<file path="config.mk">
export PLATFORM = sky130hd
export DESIGN_NAME = lpif_link_top
export DESIGN_NICKNAME = d
export VERILOG_FILES = /design/src/llink_pkg.sv /design/src/lpif_auto_sync.sv /design/src/lpif_flit_stage.sv /design/src/lpif_lane_stage.sv /design/src/lpif_link_top.sv
export VERILOG_INCLUDE_DIRS = /design/src /design/src/src
export SDC_FILE = /design/constraint.sdc
export NUM_CORES = 1
export LEC_CHECK = 0
export BUFFER_PORTS_ARGS = -buffer_cell sky130_fd_sc_hd__buf_2
export CORE_AREA = 2 2 489 491
export DETAILED_ROUTE_END_ITERATION = 10
export DIE_AREA = 0 0 491 493
export PLACE_DENSITY = 0.38
export SLEW_MARGIN = 40
export SYNTH_ARGS = -nofsm -noshare
export SYNTH_HDL_FRONTEND = slang
export SYNTH_SLANG_ARGS = --single-unit
</file>
<file path="constraint.sdc">
create_clock -name clk_wr -period 2.8 [get_ports clk_wr]
set_input_delay 0.14 -clock clk_wr [delete_from_list [all_inputs] [get_ports clk_wr]]
set_output_delay 0.14 -clock clk_wr [all_outputs]
set_load 0.01 [all_outputs]
</file>
<file path="src/llink_defs.svh">
`ifndef LLINK_DEFS_SVH
`define LLINK_DEFS_SVH

// User field widths of one flit
`define LL_STATE_W         4
`define LL_PROTID_W        2
`define LL_DATA_W          256
`define LL_BSTART_W        5
`define LL_BVALID_W        32

// Whole flit, sum of the user fields plus the valid bit
`define LL_FLIT_W          300

// PHY side of the x16 link
`define LL_LANES           4
`define LL_PHY_W           80

// Flit bits carried on each lane word
`define LL_LANE_PAYLOAD_W  75

// Per-lane sync bits above the payload
// Bits 77 to 79 are spare and driven low
`define LL_STB_BIT         75
`define LL_MRK_BIT         76

// Online delay configuration values
`define LL_DELAY_W         8

`endif

</file>
<file path="src/llink_pkg.sv">
`include "llink_defs.svh"

package llink_pkg;

  // One 300-bit flit, seen as user fields or as lane slices
  typedef union packed {
    // Field view, most significant first
    struct packed {
      logic                      valid;
      logic [`LL_BVALID_W-1:0]   bvalid;
      logic [`LL_BSTART_W-1:0]   bstart;
      logic [`LL_DATA_W-1:0]     data;
      logic [`LL_PROTID_W-1:0]   protid;
      logic [`LL_STATE_W-1:0]    state;
    } fields;

    // Slice view, lane 0 in the low bits
    logic [`LL_LANES-1:0][`LL_FLIT_W/`LL_LANES-1:0] lane;
  } llink_flit_u;

endpackage

</file>
<file path="src/lpif_auto_sync.sv">
`timescale 1ns/100ps
`include "llink_defs.svh"

module lpif_auto_sync (
  input  logic                   clk_wr,
  input  logic                   rst_n,

  input  logic                   tx_online,
  input  logic                   rx_online,

  input  logic                   m_gen2_mode,
  input  logic [`LL_DELAY_W-1:0] delay_x_value,
  input  logic [`LL_DELAY_W-1:0] delay_xz_value,
  input  logic [`LL_DELAY_W-1:0] delay_yz_value,

  output logic                   tx_online_delay,
  output logic                   rx_online_delay,
  output logic                   tx_stb_bit,
  output logic                   tx_mrk_bit
);

  logic [`LL_DELAY_W-1:0] tx_xz_cnt;
  logic [`LL_DELAY_W-1:0] rx_x_cnt;
  logic [`LL_DELAY_W-1:0] rx_yz_cnt;
  logic                   mrk_phase;

  ////////////////////////////////////////
  // TX online delay

  // Counts consecutive cycles of tx_online, sticks at all ones
  always_ff @(posedge clk_wr or negedge rst_n) begin
    if (!rst_n) begin
      tx_xz_cnt       <= '0;
      tx_online_delay <= 1'b0;
    end else if (!tx_online) begin
      tx_xz_cnt       <= '0;
      tx_online_delay <= 1'b0;
    end else begin
      if (tx_xz_cnt != '1) begin
        tx_xz_cnt <= tx_xz_cnt + 1'b1;
      end
      tx_online_delay <= (tx_xz_cnt >= delay_xz_value);
    end
  end

  ////////////////////////////////////////
  // RX online delay

  // Both counters restart whenever rx_online drops
  always_ff @(posedge clk_wr or negedge rst_n) begin
    if (!rst_n) begin
      rx_x_cnt        <= '0;
      rx_yz_cnt       <= '0;
      rx_online_delay <= 1'b0;
    end else if (!rx_online) begin
      rx_x_cnt        <= '0;
      rx_yz_cnt       <= '0;
      rx_online_delay <= 1'b0;
    end else begin
      if (rx_x_cnt != '1) begin
        rx_x_cnt <= rx_x_cnt + 1'b1;
      end
      // Far side must have been sending long enough too
      if (tx_online_delay && (rx_yz_cnt != '1)) begin
        rx_yz_cnt <= rx_yz_cnt + 1'b1;
      end
      rx_online_delay <= (rx_x_cnt >= delay_x_value) &&
                         (rx_yz_cnt >= delay_yz_value);
    end
  end

  ////////////////////////////////////////
  // Strobe and marker

  // Word phase for gen2, low on the first word after online
  always_ff @(posedge clk_wr or negedge rst_n) begin
    if (!rst_n) begin
      mrk_phase <= 1'b0;
    end else if (!tx_online_delay) begin
      mrk_phase <= 1'b0;
    end else begin
      mrk_phase <= ~mrk_phase;
    end
  end

  // Persistent strobe on every word
  assign tx_stb_bit = tx_online_delay;

  // Gen1 marks every word, gen2 every second one
  assign tx_mrk_bit = m_gen2_mode ? mrk_phase : tx_online_delay;

endmodule

</file>
<file path="src/lpif_flit_stage.sv">
`timescale 1ns/100ps
`include "llink_defs.svh"

module lpif_flit_stage import llink_pkg::*; (
  input  logic                    clk_wr,
  input  logic                    rst_n,

  // Downstream user channel
  input  logic [`LL_STATE_W-1:0]  dstrm_state,
  input  logic [`LL_PROTID_W-1:0] dstrm_protid,
  input  logic [`LL_DATA_W-1:0]   dstrm_data,
  input  logic [`LL_BSTART_W-1:0] dstrm_bstart,
  input  logic [`LL_BVALID_W-1:0] dstrm_bvalid,
  input  logic                    dstrm_valid,

  output llink_flit_u             tx_flit,

  input  llink_flit_u             rx_flit,

  // Upstream user channel
  output logic [`LL_STATE_W-1:0]  ustrm_state,
  output logic [`LL_PROTID_W-1:0] ustrm_protid,
  output logic [`LL_DATA_W-1:0]   ustrm_data,
  output logic [`LL_BSTART_W-1:0] ustrm_bstart,
  output logic [`LL_BVALID_W-1:0] ustrm_bvalid,
  output logic                    ustrm_valid
);

  ////////////////////////////////////////
  // TX packing

  always_ff @(posedge clk_wr or negedge rst_n) begin
    if (!rst_n) begin
      tx_flit <= '0;
    end else begin
      tx_flit.fields.state  <= dstrm_state;
      tx_flit.fields.protid <= dstrm_protid;
      tx_flit.fields.data   <= dstrm_data;
      tx_flit.fields.bstart <= dstrm_bstart;
      tx_flit.fields.bvalid <= dstrm_bvalid;
      tx_flit.fields.valid  <= dstrm_valid;
    end
  end

  ////////////////////////////////////////
  // RX unpacking

  always_ff @(posedge clk_wr or negedge rst_n) begin
    if (!rst_n) begin
      ustrm_state  <= '0;
      ustrm_protid <= '0;
      ustrm_data   <= '0;
      ustrm_bstart <= '0;
      ustrm_bvalid <= '0;
      ustrm_valid  <= 1'b0;
    end else begin
      ustrm_state  <= rx_flit.fields.state;
      ustrm_protid <= rx_flit.fields.protid;
      ustrm_data   <= rx_flit.fields.data;
      ustrm_bstart <= rx_flit.fields.bstart;
      ustrm_bvalid <= rx_flit.fields.bvalid;
      // Already cleared upstream while RX is offline
      ustrm_valid  <= rx_flit.fields.valid;
    end
  end

endmodule

</file>
<file path="src/lpif_lane_stage.sv">
`timescale 1ns/100ps
`include "llink_defs.svh"

module lpif_lane_stage import llink_pkg::*; (
  input  logic                 clk_wr,
  input  logic                 rst_n,

  input  llink_flit_u          tx_flit,
  input  logic                 tx_online_delay,
  input  logic                 tx_stb_bit,
  input  logic                 tx_mrk_bit,
  input  logic                 rx_online_delay,

  // PHY lanes
  output logic [`LL_PHY_W-1:0] tx_phy0,
  output logic [`LL_PHY_W-1:0] tx_phy1,
  output logic [`LL_PHY_W-1:0] tx_phy2,
  output logic [`LL_PHY_W-1:0] tx_phy3,
  input  logic [`LL_PHY_W-1:0] rx_phy0,
  input  logic [`LL_PHY_W-1:0] rx_phy1,
  input  logic [`LL_PHY_W-1:0] rx_phy2,
  input  logic [`LL_PHY_W-1:0] rx_phy3,

  output llink_flit_u          rx_flit
);

  logic [`LL_LANES-1:0][`LL_PHY_W-1:0] tx_word_next;
  logic [`LL_LANES-1:0][`LL_PHY_W-1:0] tx_word;
  logic [`LL_LANES-1:0][`LL_PHY_W-1:0] rx_word;
  llink_flit_u                         rx_gather;

  ////////////////////////////////////////
  // TX lane split

  // Spare bits above the marker stay zero
  always_comb begin
    tx_word_next = '0;
    for (int i = 0; i < `LL_LANES; i++) begin
      tx_word_next[i][`LL_LANE_PAYLOAD_W-1:0] = tx_flit.lane[i];
      tx_word_next[i][`LL_STB_BIT]            = tx_stb_bit;
      tx_word_next[i][`LL_MRK_BIT]            = tx_mrk_bit;
    end
  end

  // Nothing leaves on the lanes until TX is online
  always_ff @(posedge clk_wr or negedge rst_n) begin
    if (!rst_n) begin
      tx_word <= '0;
    end else if (!tx_online_delay) begin
      tx_word <= '0;
    end else begin
      tx_word <= tx_word_next;
    end
  end

  assign tx_phy0 = tx_word[0];
  assign tx_phy1 = tx_word[1];
  assign tx_phy2 = tx_word[2];
  assign tx_phy3 = tx_word[3];

  ////////////////////////////////////////
  // RX lane gather

  assign rx_word = {rx_phy3, rx_phy2, rx_phy1, rx_phy0};

  // Received strobe and marker are dropped here
  always_comb begin
    rx_gather = '0;
    for (int i = 0; i < `LL_LANES; i++) begin
      rx_gather.lane[i] = rx_word[i][`LL_LANE_PAYLOAD_W-1:0];
    end
  end

  always_ff @(posedge clk_wr or negedge rst_n) begin
    if (!rst_n) begin
      rx_flit <= '0;
    end else if (!rx_online_delay) begin
      rx_flit <= '0;
    end else begin
      rx_flit <= rx_gather;
    end
  end

endmodule

</file>
<file path="src/lpif_link_top.sv">
`timescale 1ns/100ps
`include "llink_defs.svh"

module lpif_link_top import llink_pkg::*; (
  input  logic                    clk_wr,
  input  logic                    rst_n,

  // Control
  input  logic                    tx_online,
  input  logic                    rx_online,

  // Configuration
  input  logic                    m_gen2_mode,
  input  logic [`LL_DELAY_W-1:0]  delay_x_value,
  input  logic [`LL_DELAY_W-1:0]  delay_xz_value,
  input  logic [`LL_DELAY_W-1:0]  delay_yz_value,

  // Downstream channel
  input  logic [`LL_STATE_W-1:0]  dstrm_state,
  input  logic [`LL_PROTID_W-1:0] dstrm_protid,
  input  logic [`LL_DATA_W-1:0]   dstrm_data,
  input  logic [`LL_BSTART_W-1:0] dstrm_bstart,
  input  logic [`LL_BVALID_W-1:0] dstrm_bvalid,
  input  logic                    dstrm_valid,

  // Upstream channel
  output logic [`LL_STATE_W-1:0]  ustrm_state,
  output logic [`LL_PROTID_W-1:0] ustrm_protid,
  output logic [`LL_DATA_W-1:0]   ustrm_data,
  output logic [`LL_BSTART_W-1:0] ustrm_bstart,
  output logic [`LL_BVALID_W-1:0] ustrm_bvalid,
  output logic                    ustrm_valid,

  // PHY interconnect
  output logic [`LL_PHY_W-1:0]    tx_phy0,
  output logic [`LL_PHY_W-1:0]    tx_phy1,
  output logic [`LL_PHY_W-1:0]    tx_phy2,
  output logic [`LL_PHY_W-1:0]    tx_phy3,
  input  logic [`LL_PHY_W-1:0]    rx_phy0,
  input  logic [`LL_PHY_W-1:0]    rx_phy1,
  input  logic [`LL_PHY_W-1:0]    rx_phy2,
  input  logic [`LL_PHY_W-1:0]    rx_phy3
);

  ////////////////////////////////////////
  // Interconnect

  llink_flit_u tx_flit;
  llink_flit_u rx_flit;
  logic        tx_online_delay;
  logic        rx_online_delay;
  logic        tx_stb_bit;
  logic        tx_mrk_bit;

  ////////////////////////////////////////
  // Auto sync

  lpif_auto_sync sync0 (
    .clk_wr          (clk_wr),
    .rst_n           (rst_n),
    .tx_online       (tx_online),
    .rx_online       (rx_online),
    .m_gen2_mode     (m_gen2_mode),
    .delay_x_value   (delay_x_value),
    .delay_xz_value  (delay_xz_value),
    .delay_yz_value  (delay_yz_value),
    .tx_online_delay (tx_online_delay),
    .rx_online_delay (rx_online_delay),
    .tx_stb_bit      (tx_stb_bit),
    .tx_mrk_bit      (tx_mrk_bit)
  );

  ////////////////////////////////////////
  // User side, fields to flit and back

  lpif_flit_stage flit0 (
    .clk_wr       (clk_wr),
    .rst_n        (rst_n),
    .dstrm_state  (dstrm_state),
    .dstrm_protid (dstrm_protid),
    .dstrm_data   (dstrm_data),
    .dstrm_bstart (dstrm_bstart),
    .dstrm_bvalid (dstrm_bvalid),
    .dstrm_valid  (dstrm_valid),
    .tx_flit      (tx_flit),
    .rx_flit      (rx_flit),
    .ustrm_state  (ustrm_state),
    .ustrm_protid (ustrm_protid),
    .ustrm_data   (ustrm_data),
    .ustrm_bstart (ustrm_bstart),
    .ustrm_bvalid (ustrm_bvalid),
    .ustrm_valid  (ustrm_valid)
  );

  ////////////////////////////////////////
  // PHY side, flit to lanes and back

  lpif_lane_stage lane0 (
    .clk_wr          (clk_wr),
    .rst_n           (rst_n),
    .tx_flit         (tx_flit),
    .tx_online_delay (tx_online_delay),
    .tx_stb_bit      (tx_stb_bit),
    .tx_mrk_bit      (tx_mrk_bit),
    .rx_online_delay (rx_online_delay),
    .tx_phy0         (tx_phy0),
    .tx_phy1         (tx_phy1),
    .tx_phy2         (tx_phy2),
    .tx_phy3         (tx_phy3),
    .rx_phy0         (rx_phy0),
    .rx_phy1         (rx_phy1),
    .rx_phy2         (rx_phy2),
    .rx_phy3         (rx_phy3),
    .rx_flit         (rx_flit)
  );

endmodule

</file>
# Word-level counts from Yosys, hierarchy flattened
# Cells that the tools add are included.
totals:
  word_cells: 45
  in_bits: 649
  ff_bits: 1244
op_classes:
  n_eq_ne: 6
  muxes: 12
  reduce_logical: 2
  order_cmp: 3
  bitwise_logic: 1
  add_sub_neg: 3
ops:
  columns: ["operator", "n"]
  rows:
  - ["2-to-1 mux 317 bit", 1]
  - ["2-to-1 mux 300 bit", 1]
  - ["2-to-1 mux 8 bit", 6]
  - ["adder 8 x 1 -> 8 bit (second input constant)", 3]
  - ["greater-or-equal comparator 8 bit", 3]
  - ["!= test 8 bit (second input constant)", 3]
  - ["!= test 2 x 1 -> 1 bit (second input constant)", 3]
  - ["2-to-1 mux 1 bit", 4]
  - ["logical AND 1 bit", 2]
  - ["NOT 1 bit", 1]

# Depth between registers and ports, before layout
# Gate-level depths: netlist of run 1.
depth:
  word_depth: 4
  mapped_depth: 6

# By module
# From an unflattened synthesis of run 1, not the netlist that was laid out.
unflattened:
  hier_cells: 2094
  hier_area_um2: 36221.0
by_module_without_submodules:
  columns: ["module", "seq_area_each_um2", "n_inst", "area_each_um2", "cells_each"]
  rows:
  - ["lpif_lane_stage", 15064.4, 1, 19303.5, 1289]
  - ["lpif_flit_stage", 15014.4, 1, 15014.4, 600]
  - ["lpif_auto_sync", 675.6, 1, 1903.1, 205]

# Worst setup path after synthesis of run 1
# Ideal clock, no wire load.
synth_path:
  path_kind: "register -> register"
  start: "register sync0.tx_xz_cnt[0]"
  end: "register sync0.tx_online_delay"
  period_less_slack_ns: 1.653
  path_stages_with_launch: 7
  path_slack_ns: 1.147
  setup_time_ns: 0.129
  arrival_ns: 1.524
  cell_sequence: "dfrtp_1 inv_1 ha_1 nand2b_4 a2111o_1 a311oi_1 nor3b_1"
synth_via:
  elab_chain_len: 2
synth_lines:
  columns: ["element", "line", "text"]
  rows:
  - ["start, declared", "lpif_auto_sync.sv:22", "logic [`LL_DELAY_W-1:0] tx_xz_cnt;"]
  - ["start signal, assigned", "lpif_auto_sync.sv:40", "tx_xz_cnt <= tx_xz_cnt + 1'b1;"]
  - ["greater-or-equal comparator 8 bit", "lpif_auto_sync.sv:42", "tx_online_delay <= (tx_xz_cnt >= delay_xz_value);"]
  - ["2-to-1 mux 1 bit", "lpif_auto_sync.sv:35", "end else if (!tx_online) begin"]
  - ["end signal, assigned", "lpif_auto_sync.sv:42", null]
  - ["end, declared", "lpif_auto_sync.sv:16", "output logic tx_online_delay,"]
# Every way passes these cells.
# A chain may end at the register's enable or synchronous reset.

# Worst setup path in the final report of run 1
layout_path:
  start: "register sync0.tx_xz_cnt[6]"
  end: "register sync0.tx_online_delay"
# Same word-level chain as after synthesis.

==> metrics.yaml, run 1 <==
outcome:
  status: "completed"
hold_path:
  min_path_type: "primary input to asynchronous set/reset pin"
layout:
  layout-drive-gt1-share_pct: 34.9
  fill_cells: 25039
  fin_nets: 5043
  area_growth_pct: 67.8
  finish.utilization_pct: 25.6
setup_path:
  cp.required_ns: 3.47
  critPathMaxFanout: 6
  r2r_start: "sync0.tx_xz_cnt[6]"
  critPathCaptureType: "flop"
  critical_path_arrival_ns: 3.23
  path_class: "flop to flop"
  critPathLaunch: "sync0.tx_xz_cnt[6]"
  start_kind: "flop"
pwr:
  irDropWorstVdd_v: 0.000595
  power.internal_mw: 30.4
  pwr-share-seq_pct: 46.1
  comb_power_share_pct: 5.4
  power_density_nw_per_um2: 646
  switching_power_mw: 8.81
  swShare_pct: 22.5
  total_power_mw: 39.2
  p_leak_nw: 31.4
  clock_power_share_pct: 48.4
route:
  drt_drc_violations_left: 0
  drtIter0Drc: 884
  drt-total-wl_um: 144000
  routedWlPerCell_um: 18.8
  vias: 24718
  detail-route-antenna-nets: 0
  firstDrtPassIters: 4
  vias_per_cell: 3.22
timing:
  hold_viol_final: 0
  tightest_slew_ns: 0.636
  fin_crit_ns: 2.56
  tns_ns: 0
  fmax_mhz: 390
  fin_hold_ws_ns: 0.0779
  relSlewSlack_pct: 57.6
  rsz0062_at_grt: "no"
  finalClockSkew_ns: 0.0298
  fin_crit_sh_pct: 91.5
  setup_viol: 0
  setup_slack_ns: 0.239
  finalMaxSlewViolations: 0
synthesis:
  yosys_register_bits: 1229
  yosysTopAreaCellShare_pct: 85.1
  ys_async_sr_fraction_pct: 100
  post-synth-top-area-cell: "dfrtp_1"
  synthDistinctLibCells: 47
  avgSynthCellArea_um2: 17.2
  syn-cell-area_um2: 36100
  synth_ff_type: "dfrtp_1"
  ys_seq_area_share_pct: 85.1
  synth_cells: 2095
  synthTopCellsByArea: "dfrtp_1 85%, and2_1 10%, ha_1 0.93%"
  synth-edff-count: 0
  synth_warnings: 0
job:
  drv_cap: 0
clocking:
  cts_tree: "done"
  clkSlewWorstSetupHoldPaths_ns: 0.06
  root_buffer: "clkbuf_16"
  clk-insertion-delay-late_ns: 0.78
  cts_sinks: 1229
  clockBufferDepth: 3
  numCtsBuffers: 142
  h-tree-depth: 4
floorplan:
  rows: 179
  die_w_um: 491
  die_area_um2: 242000
  io_pins: 1269
  die_h_um: 493
  initial_core_util_pct: 15.3
  core_area_um2: 237000
place:
  dp_slack_ns: 1.02
  dp_hpwl_um: 109000
  numPortBuffers: 1236
  gp_congestion: 0.870
global_route:
  gr-usage-all-layers_pct: 11.8
  antenna_found_initial: 53
  grt_pass1_vias: 27625
  overflow: 0
  grt_pass1_wl_um: 205000
  grt_max_degree: 104
==> routing by layer <==
layer,up-vias,global-route usage [%],share of wire (%)
met5,-,0,0.17
met4,38,4.47,3.5
met3,253,6.00,11
met2,1043,18.4,46
met1,12320,13.7,40
li1,11064,-,-
==> power by group through the flow <==
stage	Combinational [mW]	Sequential, mW	Clock [mW]
6_report	2.12	18.1	19.0
5_1_grt	2.35	18.1	20.5
4_1_cts	2.18	18.1	19.7
3_5_place_dp	1.11	18.4	0
3_3_place_gp	1.10	18.4	0
2_1_floorplan	0.0840	18.4	0
==> layout make-up <==
| class | count | area (um^2) | area share (%) |
|---|---|---|---|
| inverters | 27 | 101 | 0.167 |
| well taps | 3167 | 3960 | 6.53 |
| clock buffers | 197 | 4110 | 6.78 |
| clock inverters | 58 | 726 | 1.20 |
| repair buffers | 2204 | 16000 | 26.4 |
| flip-flops and latches | 1229 | 30800 | 50.7 |
| diodes | 22 | 55.1 | 0.0908 |
| multi-input cells | 763 | 4920 | 8.12 |
==> final timing paths <==
path / endpoint / slack, ns / cells after the start
worst min register to register: flit0.ustrm_bvalid[2] / 0.33 / 0
worst min-delay path: flit0.tx_flit[226] / 0.08 / 3
max in group asynchronous: lane0.tx_phy3[70] / 1.79 / 4
worst max-delay path: sync0.tx_online_delay / 0.24 / 7
min in group clk_wr: flit0.tx_flit[289] / 0.08 / 2
worst max register to register: sync0.tx_online_delay / 0.24 / 7
==> Yosys cell counts (all sizes together) (3+ instances only) <==
library cell  number
dfrtp           1229
and2             604
clkbuf            64
ha                27
inv               27
buf               23
o21ai             20
nand2             14
nor2              10
a21oi              7
nand3              7
a31oi              6
nand4              5
and3               4
nor3b              4
a211oi             3
a21o               3
nand2b             3
xnor2              3
xor2               3
==> per-stage QoR <==
step / area [um^2] / std cells
floorplan: 36200 / 2106
global placement: 46900 / 6504
detailed placement: 46900 / 6505
CTS: 60600 / 7645
global route: 60600 / 7657
finish: 60600 / 7667
==> registers in the layout, indices dropped and copies added (netlist names) <==
signal / flops
lane0.tx_phy0: 75
flit0.ustrm_valid: 1
flit0.tx_flit: 300
sync0.tx_xz_cnt: 8
lane0.tx_phy2: 76
sync0.tx_online_delay: 1
flit0.ustrm_bstart: 5
sync0.rx_yz_cnt: 8
lane0.tx_phy1: 75
flit0.ustrm_protid: 2
lane0.tx_phy3: 76
flit0.ustrm_bvalid: 32
sync0.rx_x_cnt: 8
lane0.rx_flit: 300
flit0.ustrm_state: 4
sync0.rx_online_delay: 1
sync0.mrk_phase: 1
flit0.ustrm_data: 256
==> cells by family after synthesis <==
family	after synthesis	share of synthesized area, %
flip-flops	1229	85.1
AND/OR/NAND/NOR	662	11.4
buffers and inverters	114	1.39
AO/OA/AOI/OAI	54	0.987
adder cells (fa/ha/maj)	27	0.935
XOR/XNOR	6	0.145
multiplexers	2	0.0554
other	1	0.0104
==> worst max-delay path, stage by stage, from the launching register on <==
cell and delay [ns]:
dfrtp_1 0.44, ha_1 0.31, a21o_2 0.19, a21o_2 0.21
a31oi_1 0.14, dlygate4sd3_1 0.57, nor3b_1 0.05, dlygate4sd3_1 0.55
==> layout by cell type (no fill, tap or decap), drive strengths merged, types with 10 or more instances in the layout <==
| cell type | instances |
|---|---|
| and2 | 604 |
| buf | 1319 |
| clkbuf | 197 |
| clkinv | 37 |
| conb | 12 |
| dfrtp | 1229 |
| diode | 22 |
| dlygate4sd3 | 885 |
| ha | 27 |
| inv | 35 |
| nand2 | 14 |
| nor2 | 10 |
| o21ai | 20 |
==> timing repair <==
action,CTS,global route
hold buffers,885,0
setup endpoints to repair,0,0
hold endpoints to repair,1718,0
resized for setup,0,0
buffers inserted,0,0
No activity file was read; power rests on OpenSTA's default activity.
==> run 2, diff against run 1 <==
Settings changed: ABC_AREA from default to 1, BUFFER_PORTS_ARGS -buffer_cell sky130_fd_sc_hd__buf_2 to -buffer_cell sky130_fd_sc_hd__buf_4, CORE_AREA 2 2 489 491 to 2 2 496 498, DIE_AREA 0 0 491 493 to 0 0 498 500.
==> run 2 against run 1 <==
Largest power group unchanged. Power grew 2.1%. Critical endpoint is now sync0.rx_online_delay. Non-clock buffer count grew 22. Utilization grew 1.1 points. Combinational power grew 15%. Maximum frequency shrank 0.47%.
==> metrics.yaml, run 2 <==
clocking:
  h-tree-depth: 4  # unchanged
  clk-insertion-delay-late_ns: 0.78  # about the same
  root_buffer: "clkbuf_16"
  cts_tree: "done"
  clockBufferDepth: 3  # unchanged
  numCtsBuffers: 146  # +2.8%
  ctsResizeCount: 0  # unchanged
  clkSlewWorstSetupHoldPaths_ns: 0.06  # about the same
  cts_sinks: 1229  # unchanged
floorplan:
  rows: 182  # +1.7%
  initial_core_util_pct: 15.2  # -0.046 points
  io_pins: 1269  # unchanged
  die_h_um: 500  # +1.4%
  die_w_um: 498  # +1.4%
  core_area_um2: 244000  # +3.1%
  die_area_um2: 249000  # +2.9%
route:
  detail-route-antenna-nets: 0  # unchanged
  drt_drc_violations_left: 0  # unchanged
  drt-total-wl_um: 152000  # +5.3%
  drtIter0Drc: 1126  # +27%
  routedWlPerCell_um: 18.0  # -4.2%
  vias_per_cell: 3.21  # -0.55%
  vias: 27013  # +9.3%
  firstDrtPassIters: 5  # +1
timing:
  fin_hold_ws_ns: 0.103  # +0.0248 ns
  tns_ns: 0  # unchanged
  rsz0062_at_grt: "no"
  fin_crit_ns: 2.57  # +0.0120 ns
  fmax_mhz: 389  # -0.47%
  fin_crit_sh_pct: 91.9  # +0.43 points
  tightest_slew_ns: 0.665  # +0.0293 ns
  setup_viol: 0  # unchanged
  hold_viol_final: 0  # unchanged
  finalClockSkew_ns: 0.0488  # +0.0190 ns
  relSlewSlack_pct: 55.7  # -2.0 points
  finalMaxSlewViolations: 0  # unchanged
synthesis:
  synth_compound_area_share_pct: 0.293  # -0.69 points
  synth_ff_type: "dfrtp_1"
  synth_simple_gate_area_share_pct: 8.00  # -3.4 points
  synth-edff-count: 0  # unchanged
  synthXorXnorAreaFrac_pct: 0.0707  # -0.075 points
  synthAdderAreaFrac_pct: 0.909  # -0.026 points
  yosysTopAreaCellShare_pct: 82.8  # -2.3 points
  post-synth-top-area-cell: "dfrtp_1"
  synth_common_cells: "1,229 x dfrtp_1, 676 x nand2_1, 655 x inv_1"
  yosysMostFrequentCell: "dfrtp_1"
  synth_cells: 2773  # +32%
  synth_warnings: 0  # unchanged
  synthMuxAreaShare_pct: 0  # -0.055 points
  synthDistinctLibCells: 30  # -36%
  synth_top_family_by_area: "simple AND/OR/NAND/NOR gates"
  yosys_register_bits: 1229  # unchanged
  syn-cell-area_um2: 37200  # +2.8%
  avgSynthCellArea_um2: 13.4  # -22%
  ys_seq_area_share_pct: 82.8  # -2.3 points
  synthTopCellsByArea: "dfrtp_1 83%, nand2_1 6.8%, inv_1 6.6%"
  ys_async_sr_fraction_pct: 100  # unchanged
job:
  drv_cap: 0  # unchanged
global_route:
  grt_pass1_vias: 29820  # +7.9%
  antenna_found_initial: 65  # +23%
  grt_pass1_wl_um: 217000  # +5.8%
  grt_max_degree: 109  # +4.8%
  gr-usage-all-layers_pct: 12.1  # +0.34 points
  overflow: 0  # unchanged
setup_path:
  critPathLaunch: "sync0.rx_yz_cnt[3]"
  critPathCaptureType: "flop"
  r2r_start: "sync0.rx_yz_cnt[3]"
  critPathMaxFanout: 6  # unchanged
  slowest_stage: "dlygate4sd3_1"
  path_class: "flop to flop"
  cp.required_ns: 3.48  # about the same
  critical_path_arrival_ns: 3.25  # +0.02 ns
  start_kind: "flop"
  path_cells: "ha_1, nand2_1, inv_1, nand3_1, dlygate4sd3_1, nor3_1, nor2_1, dlygate4sd3_1, nor2_1"
  cpPeakStageDelay_ns: 0.55  # -0.02 ns
layout:
  layout_commonest_cell: "buf_4"
  final_cell_mix: "1,266 x buf_4, 1,227 x dfrtp_1, 937 x dlygate4sd3_1"
  top_regs: "flit0.tx_flit x300, lane0.rx_flit x300, flit0.ustrm_data x256"
  area_growth_pct: 75.4
  fin_cells: 8425  # +9.9%
  design_area_um2: 65200  # +7.4%
  fin_nets: 5746  # +14%
  layout-drive-gt1-share_pct: 29.7  # -5.2 points
hold_path:
  min_path_type: "primary input to flop"
  hp-start: "rx_phy0[56]"
place:
  numPortBuffers: 1236  # unchanged
  dpl.cell_count: 7204  # +11%
  dp_hpwl_um: 115000  # +5.4%
  gp_congestion: 0.811  # -6.9%
  placed_area_um2: 50700  # +8.1%
pwr:
  irDropWorstVdd_v: 0.000447  # -25%
  power_density_nw_per_um2: 615  # -4.9%
  p_leak_nw: 36.7  # +17%
  total_power_mw: 40.0  # +2.1%
outcome:
  status: "completed"
==> run 2: cell count changes in the layout (fill, tap and decap cells not counted), moves of 9 or more <==
cell           before   now
nand2_1            14   676
buf_4              58  1266
clkbuf_8           29    19
clkinvlp_4          5    14
o21ai_0            19     5
clkinv_2           27    18
buf_2            1235     0
inv_1              27   655
nand3_1             7    27
dlygate4sd3_1     885   937
clkbuf_1           23    34
and2_1            603     0
==> run 2: routing by layer <==
layer	vias to the layer above	routed length, um	global-route usage [%]
met5	-	151	0
met4	22	4300	3.87
met3	274	13300	4.93
met2	1049	74000	20.4
met1	13223	60200	13.9
li1	12445	-	-
==> run 2: worst paths after layout <==
path / endpoint / slack, ns / cells past startpoint
worst max-delay path: sync0.rx_online_delay / 0.23 / 9
worst min-delay path: lane0.rx_flit[56] / 0.10 / 4
worst max register to register: sync0.rx_online_delay / 0.23 / 9
worst min register to register: flit0.ustrm_data[7] / 0.31 / 0
max in group asynchronous: lane0.rx_flit[116] / 1.25 / 4
min in group asynchronous: flit0.ustrm_data[181] / 0.60 / 3
==> run 2: per-stage QoR <==
step                setup slack [ns]  util (%)
detailed placement              1.20      20.7
global route                   0.118      26.7
CTS                            0.228      26.6
finish                         0.227      26.7
floorplan                       1.50         -
global placement                1.20      20.7
==> run 2: repair_timing <==
| action | 4_1_cts | 5_1_grt |
|---|---|---|
| endpoints found under the hold margin | 1227 | 0 |
| hold buffers | 938 | 0 |
| setup buffers | 0 | 0 |
==> run 2: cell type report <==
type,instances,area [um^2]
Tap cell,3220,4030
Inverter,656,2460
Fill cell,25709,179000
Multi-Input combinational cell,811,3490
Clock buffer,199,4040
Sequential cell,1229,30800
Antenna cell,19,47.5
Timing Repair Buffer,2226,19400
Clock inverter,65,963
==> run 2: cell families (layout without fill, tap and decap cells) <==
kind of cell / Yosys count / in the layout
other: 1 / 31
AO/OA/AOI/OAI: 20 / 20
adder cells (fa/ha/maj): 27 / 27
flip-flops: 1229 / 1229
AND/OR/NAND/NOR: 749 / 749
XOR/XNOR: 3 / 3
buffers and inverters: 744 / 3146
==> run 2: power breakdown <==
part           leakage [nW]  internal, mW  total [mW]  switching [mW]
Clock                  2.38          11.3        19.5            8.25
Combinational          17.9          1.51        2.43           0.919
Sequential             16.5          18.0        18.1          0.0879
Total                  36.7          30.8        40.0            9.25
==> run 2: critical path: cells and delay by family (launching register included) <==
family | cells | cell delay, ns
adders and majority gates | 1 | 0.34
buffers and inverters | 3 | 1.16
DFF | 1 | 0.47
and+or+nand+nor | 5 | 0.51
==> run 3, diff against run 2 <==
Settings changed: RECOVER_POWER from default to 25.
==> run 3 against run 2 <==
Final cell count stayed put. Setup slack improved by 0.0042 ns. Global-route usage stayed put. Design area fell by 0.17%. Routed wire length fell by 0.25%. First-iteration DRC count is 0.71% lower. Sequential power about the same.
==> metrics.yaml, run 3 (same netlist as run 2, synthesis figures left out) <==
outcome:
  status: "completed"
setup_path:
  cp_num_buf_inv: 3  # unchanged
  critPathMaxFanout: 6  # unchanged
  path_cells: "ha_1, nand2_1, inv_1, nand3_1, dlygate4sd3_1, nor3_1, nor2_1, dlygate4sd3_1, nor2_1"
  cp.required_ns: 3.48  # about the same
  r2r_cells: 9  # unchanged
  r2r_start: "sync0.rx_yz_cnt[3]"
  slowest_stage: "dlygate4sd3_1"
  start_kind: "flop"
  cp_top_family: "buffers and inverters"
  path_class: "flop to flop"
  reg2reg_slack_ns: 0.23  # about the same
  r2r_end: "sync0.rx_online_delay"
  critical_path_arrival_ns: 3.25  # about the same
  critPathCaptureType: "flop"
  cpPeakStageDelay_ns: 0.55  # about the same
place:
  numPortBuffers: 1236  # unchanged
  dp_hpwl_um: 115000  # unchanged
  gp_congestion: 0.811  # unchanged
  dpl.cell_count: 7204  # unchanged
layout:
  fin_cells: 8425  # unchanged
  final_cell_mix: "1,229 x dfrtp_1, 962 x buf_4, 937 x dlygate4sd3_1"
  top_regs: "flit0.tx_flit x300, lane0.rx_flit x300, flit0.ustrm_data x256"
  layout-drive-gt1-share_pct: 29.4  # -0.27 points
  fill_cells: 25730  # +0.082%
  layout_commonest_cell: "dfrtp_1"
  area_growth_pct: 75.1
  regArea_um2: 30800  # about the same
  multi_input_area_um2: 3490  # unchanged
  fin_nets: 5746  # unchanged
pwr:
  power_density_nw_per_um2: 615  # about the same
  irDropWorstVdd_v: 0.000448  # about the same
  p_leak_nw: 36.6  # -0.33%
hold_path:
  whs_path_depth: 4  # unchanged
  hp-start: "rx_phy0[56]"
  hold_end: "lane0.rx_flit[56]"
  min_path_type: "primary input to flop"
clocking:
  clkSlewWorstSetupHoldPaths_ns: 0.06  # about the same
  post_cts_buffers: 0  # unchanged
  ctsResizeCount: 0  # unchanged
  cts_sinks: 1229  # unchanged
  cts_tree: "done"
  numCtsBuffers: 146  # unchanged
  root_buffer: "clkbuf_16"
  clk-insertion-delay-late_ns: 0.78  # about the same
  h-tree-depth: 4  # unchanged
  clockBufferDepth: 3  # unchanged
global_route:
  grt_pass1_wl_um: 217000  # unchanged
  busiest_layer: "met2"
  antenna_found_initial: 65  # unchanged
  grt_pass1_vias: 29820  # unchanged
  use_met3_pct: 4.93  # unchanged
  grt_util_met1_pct: 13.9  # unchanged
  overflow: 0  # unchanged
  met2_usage_pct: 20.4  # unchanged
  grt_max_degree: 109  # unchanged
  gr-usage-all-layers_pct: 12.1  # unchanged
timing:
  setup_viol: 0  # unchanged
  finalClockSkew_ns: 0.0486  # -0.000167 ns
  fin_crit_ns: 2.57  # -0.00415 ns
  fmax_mhz: 389  # +0.16%
  rsz0062_at_grt: "no"
  tightest_slew_ns: 1.45  # +0.788 ns
  fin_crit_sh_pct: 91.7  # -0.15 points
  relSlewSlack_pct: 3.12  # -53 points
  finalMaxSlewViolations: 0  # unchanged
  hold_viol_final: 0  # unchanged
  tns_ns: 0  # unchanged
floorplan:
  io_pins: 1269  # unchanged
  die_area_um2: 249000  # unchanged
  initial_core_util_pct: 15.2  # unchanged
  die_h_um: 500  # unchanged
  rows: 182  # unchanged
  die_w_um: 498  # unchanged
  core_area_um2: 244000  # unchanged
route:
  routedWlPerCell_um: 18.0  # -0.25%
  detail-route-antenna-nets: 0  # unchanged
  drtIter0Drc: 1118  # -0.71%
  drt_drc_violations_left: 0  # unchanged
  firstDrtPassIters: 5  # unchanged
  vias: 27035  # +0.081%
  vias_per_cell: 3.21  # about the same
  drt-total-wl_um: 152000  # -0.25%
job:
  drv_cap: 0  # unchanged
-- run 3: per-layer routing --
layer	vias up	part of all wire, %	wire length [um]
li1	12442	-	-
met3	274	8.9	13400
met5	-	0.10	151
met4	22	2.8	4250
met1	13233	39	59800
met2	1064	49	73900
-- run 3: worst max-delay path by stage --
stage | start | endpoint | slack, ns | cells past startpoint
after floorplan | sync0.rx_x_cnt[0] | sync0.rx_x_cnt[0] | 1.50 | 8
after global placement | sync0.tx_online_delay | lane0.tx_phy0[25] | 1.20 | 4
after detailed placement | sync0.tx_online_delay | lane0.tx_phy0[17] | 1.20 | 4
after CTS | sync0.rx_yz_cnt[3] | sync0.rx_online_delay | 0.23 | 9
after global routing | rst_n | lane0.tx_phy1[31] | 0.08 | 5
final | sync0.rx_yz_cnt[3] | sync0.rx_online_delay | 0.23 | 9
-- run 3: area by class of cell --
cell class              instances  share of cell area (%)
flip-flops and latches       1229                    47.3
repair buffers               2226                    29.6
clock buffers                 199                    6.21
well taps                    3220                    6.19
multi-input cells             811                    5.36
inverters                     656                    3.79
clock inverters                65                    1.48
diodes                         19                  0.0731
-- run 3: worst min-delay path: stages --
cell and delay [ns]:
dlygate4sd3_1 0.53, buf_4 0.11, nand2_1 0.04, inv_1 0.04
-- run 3: timing repair --
action / CTS / global route
hold endpoints to repair: 1227 / 0
endpoints found under the setup margin: 0 / 0
hold buffers: 938 / 0
-- run 3: per-stage QoR --
step	area (um^2)	util, %	hold slack, ns	total power [mW]	setup WS, ns
global route	65000	26.6	0.0321	41.8	0.0832
detailed placement	50700	20.7	0.194	19.7	1.20
finish	65000	26.6	0.103	40.0	0.231
floorplan	37200	-	-0.156	18.5	1.50
global placement	50700	20.7	0.191	19.7	1.20
CTS	65100	26.6	0.000389	41.0	0.228
-- run 3: power by group --
group / switching, mW / leakage, nW / total (mW) / internal (mW)
Combinational: 0.907 / 17.8 / 2.38 / 1.48
Sequential: 0.0877 / 16.5 / 18.1 / 18.0
Clock: 8.23 / 2.38 / 19.5 / 11.3
Total: 9.23 / 36.6 / 40.0 / 30.8
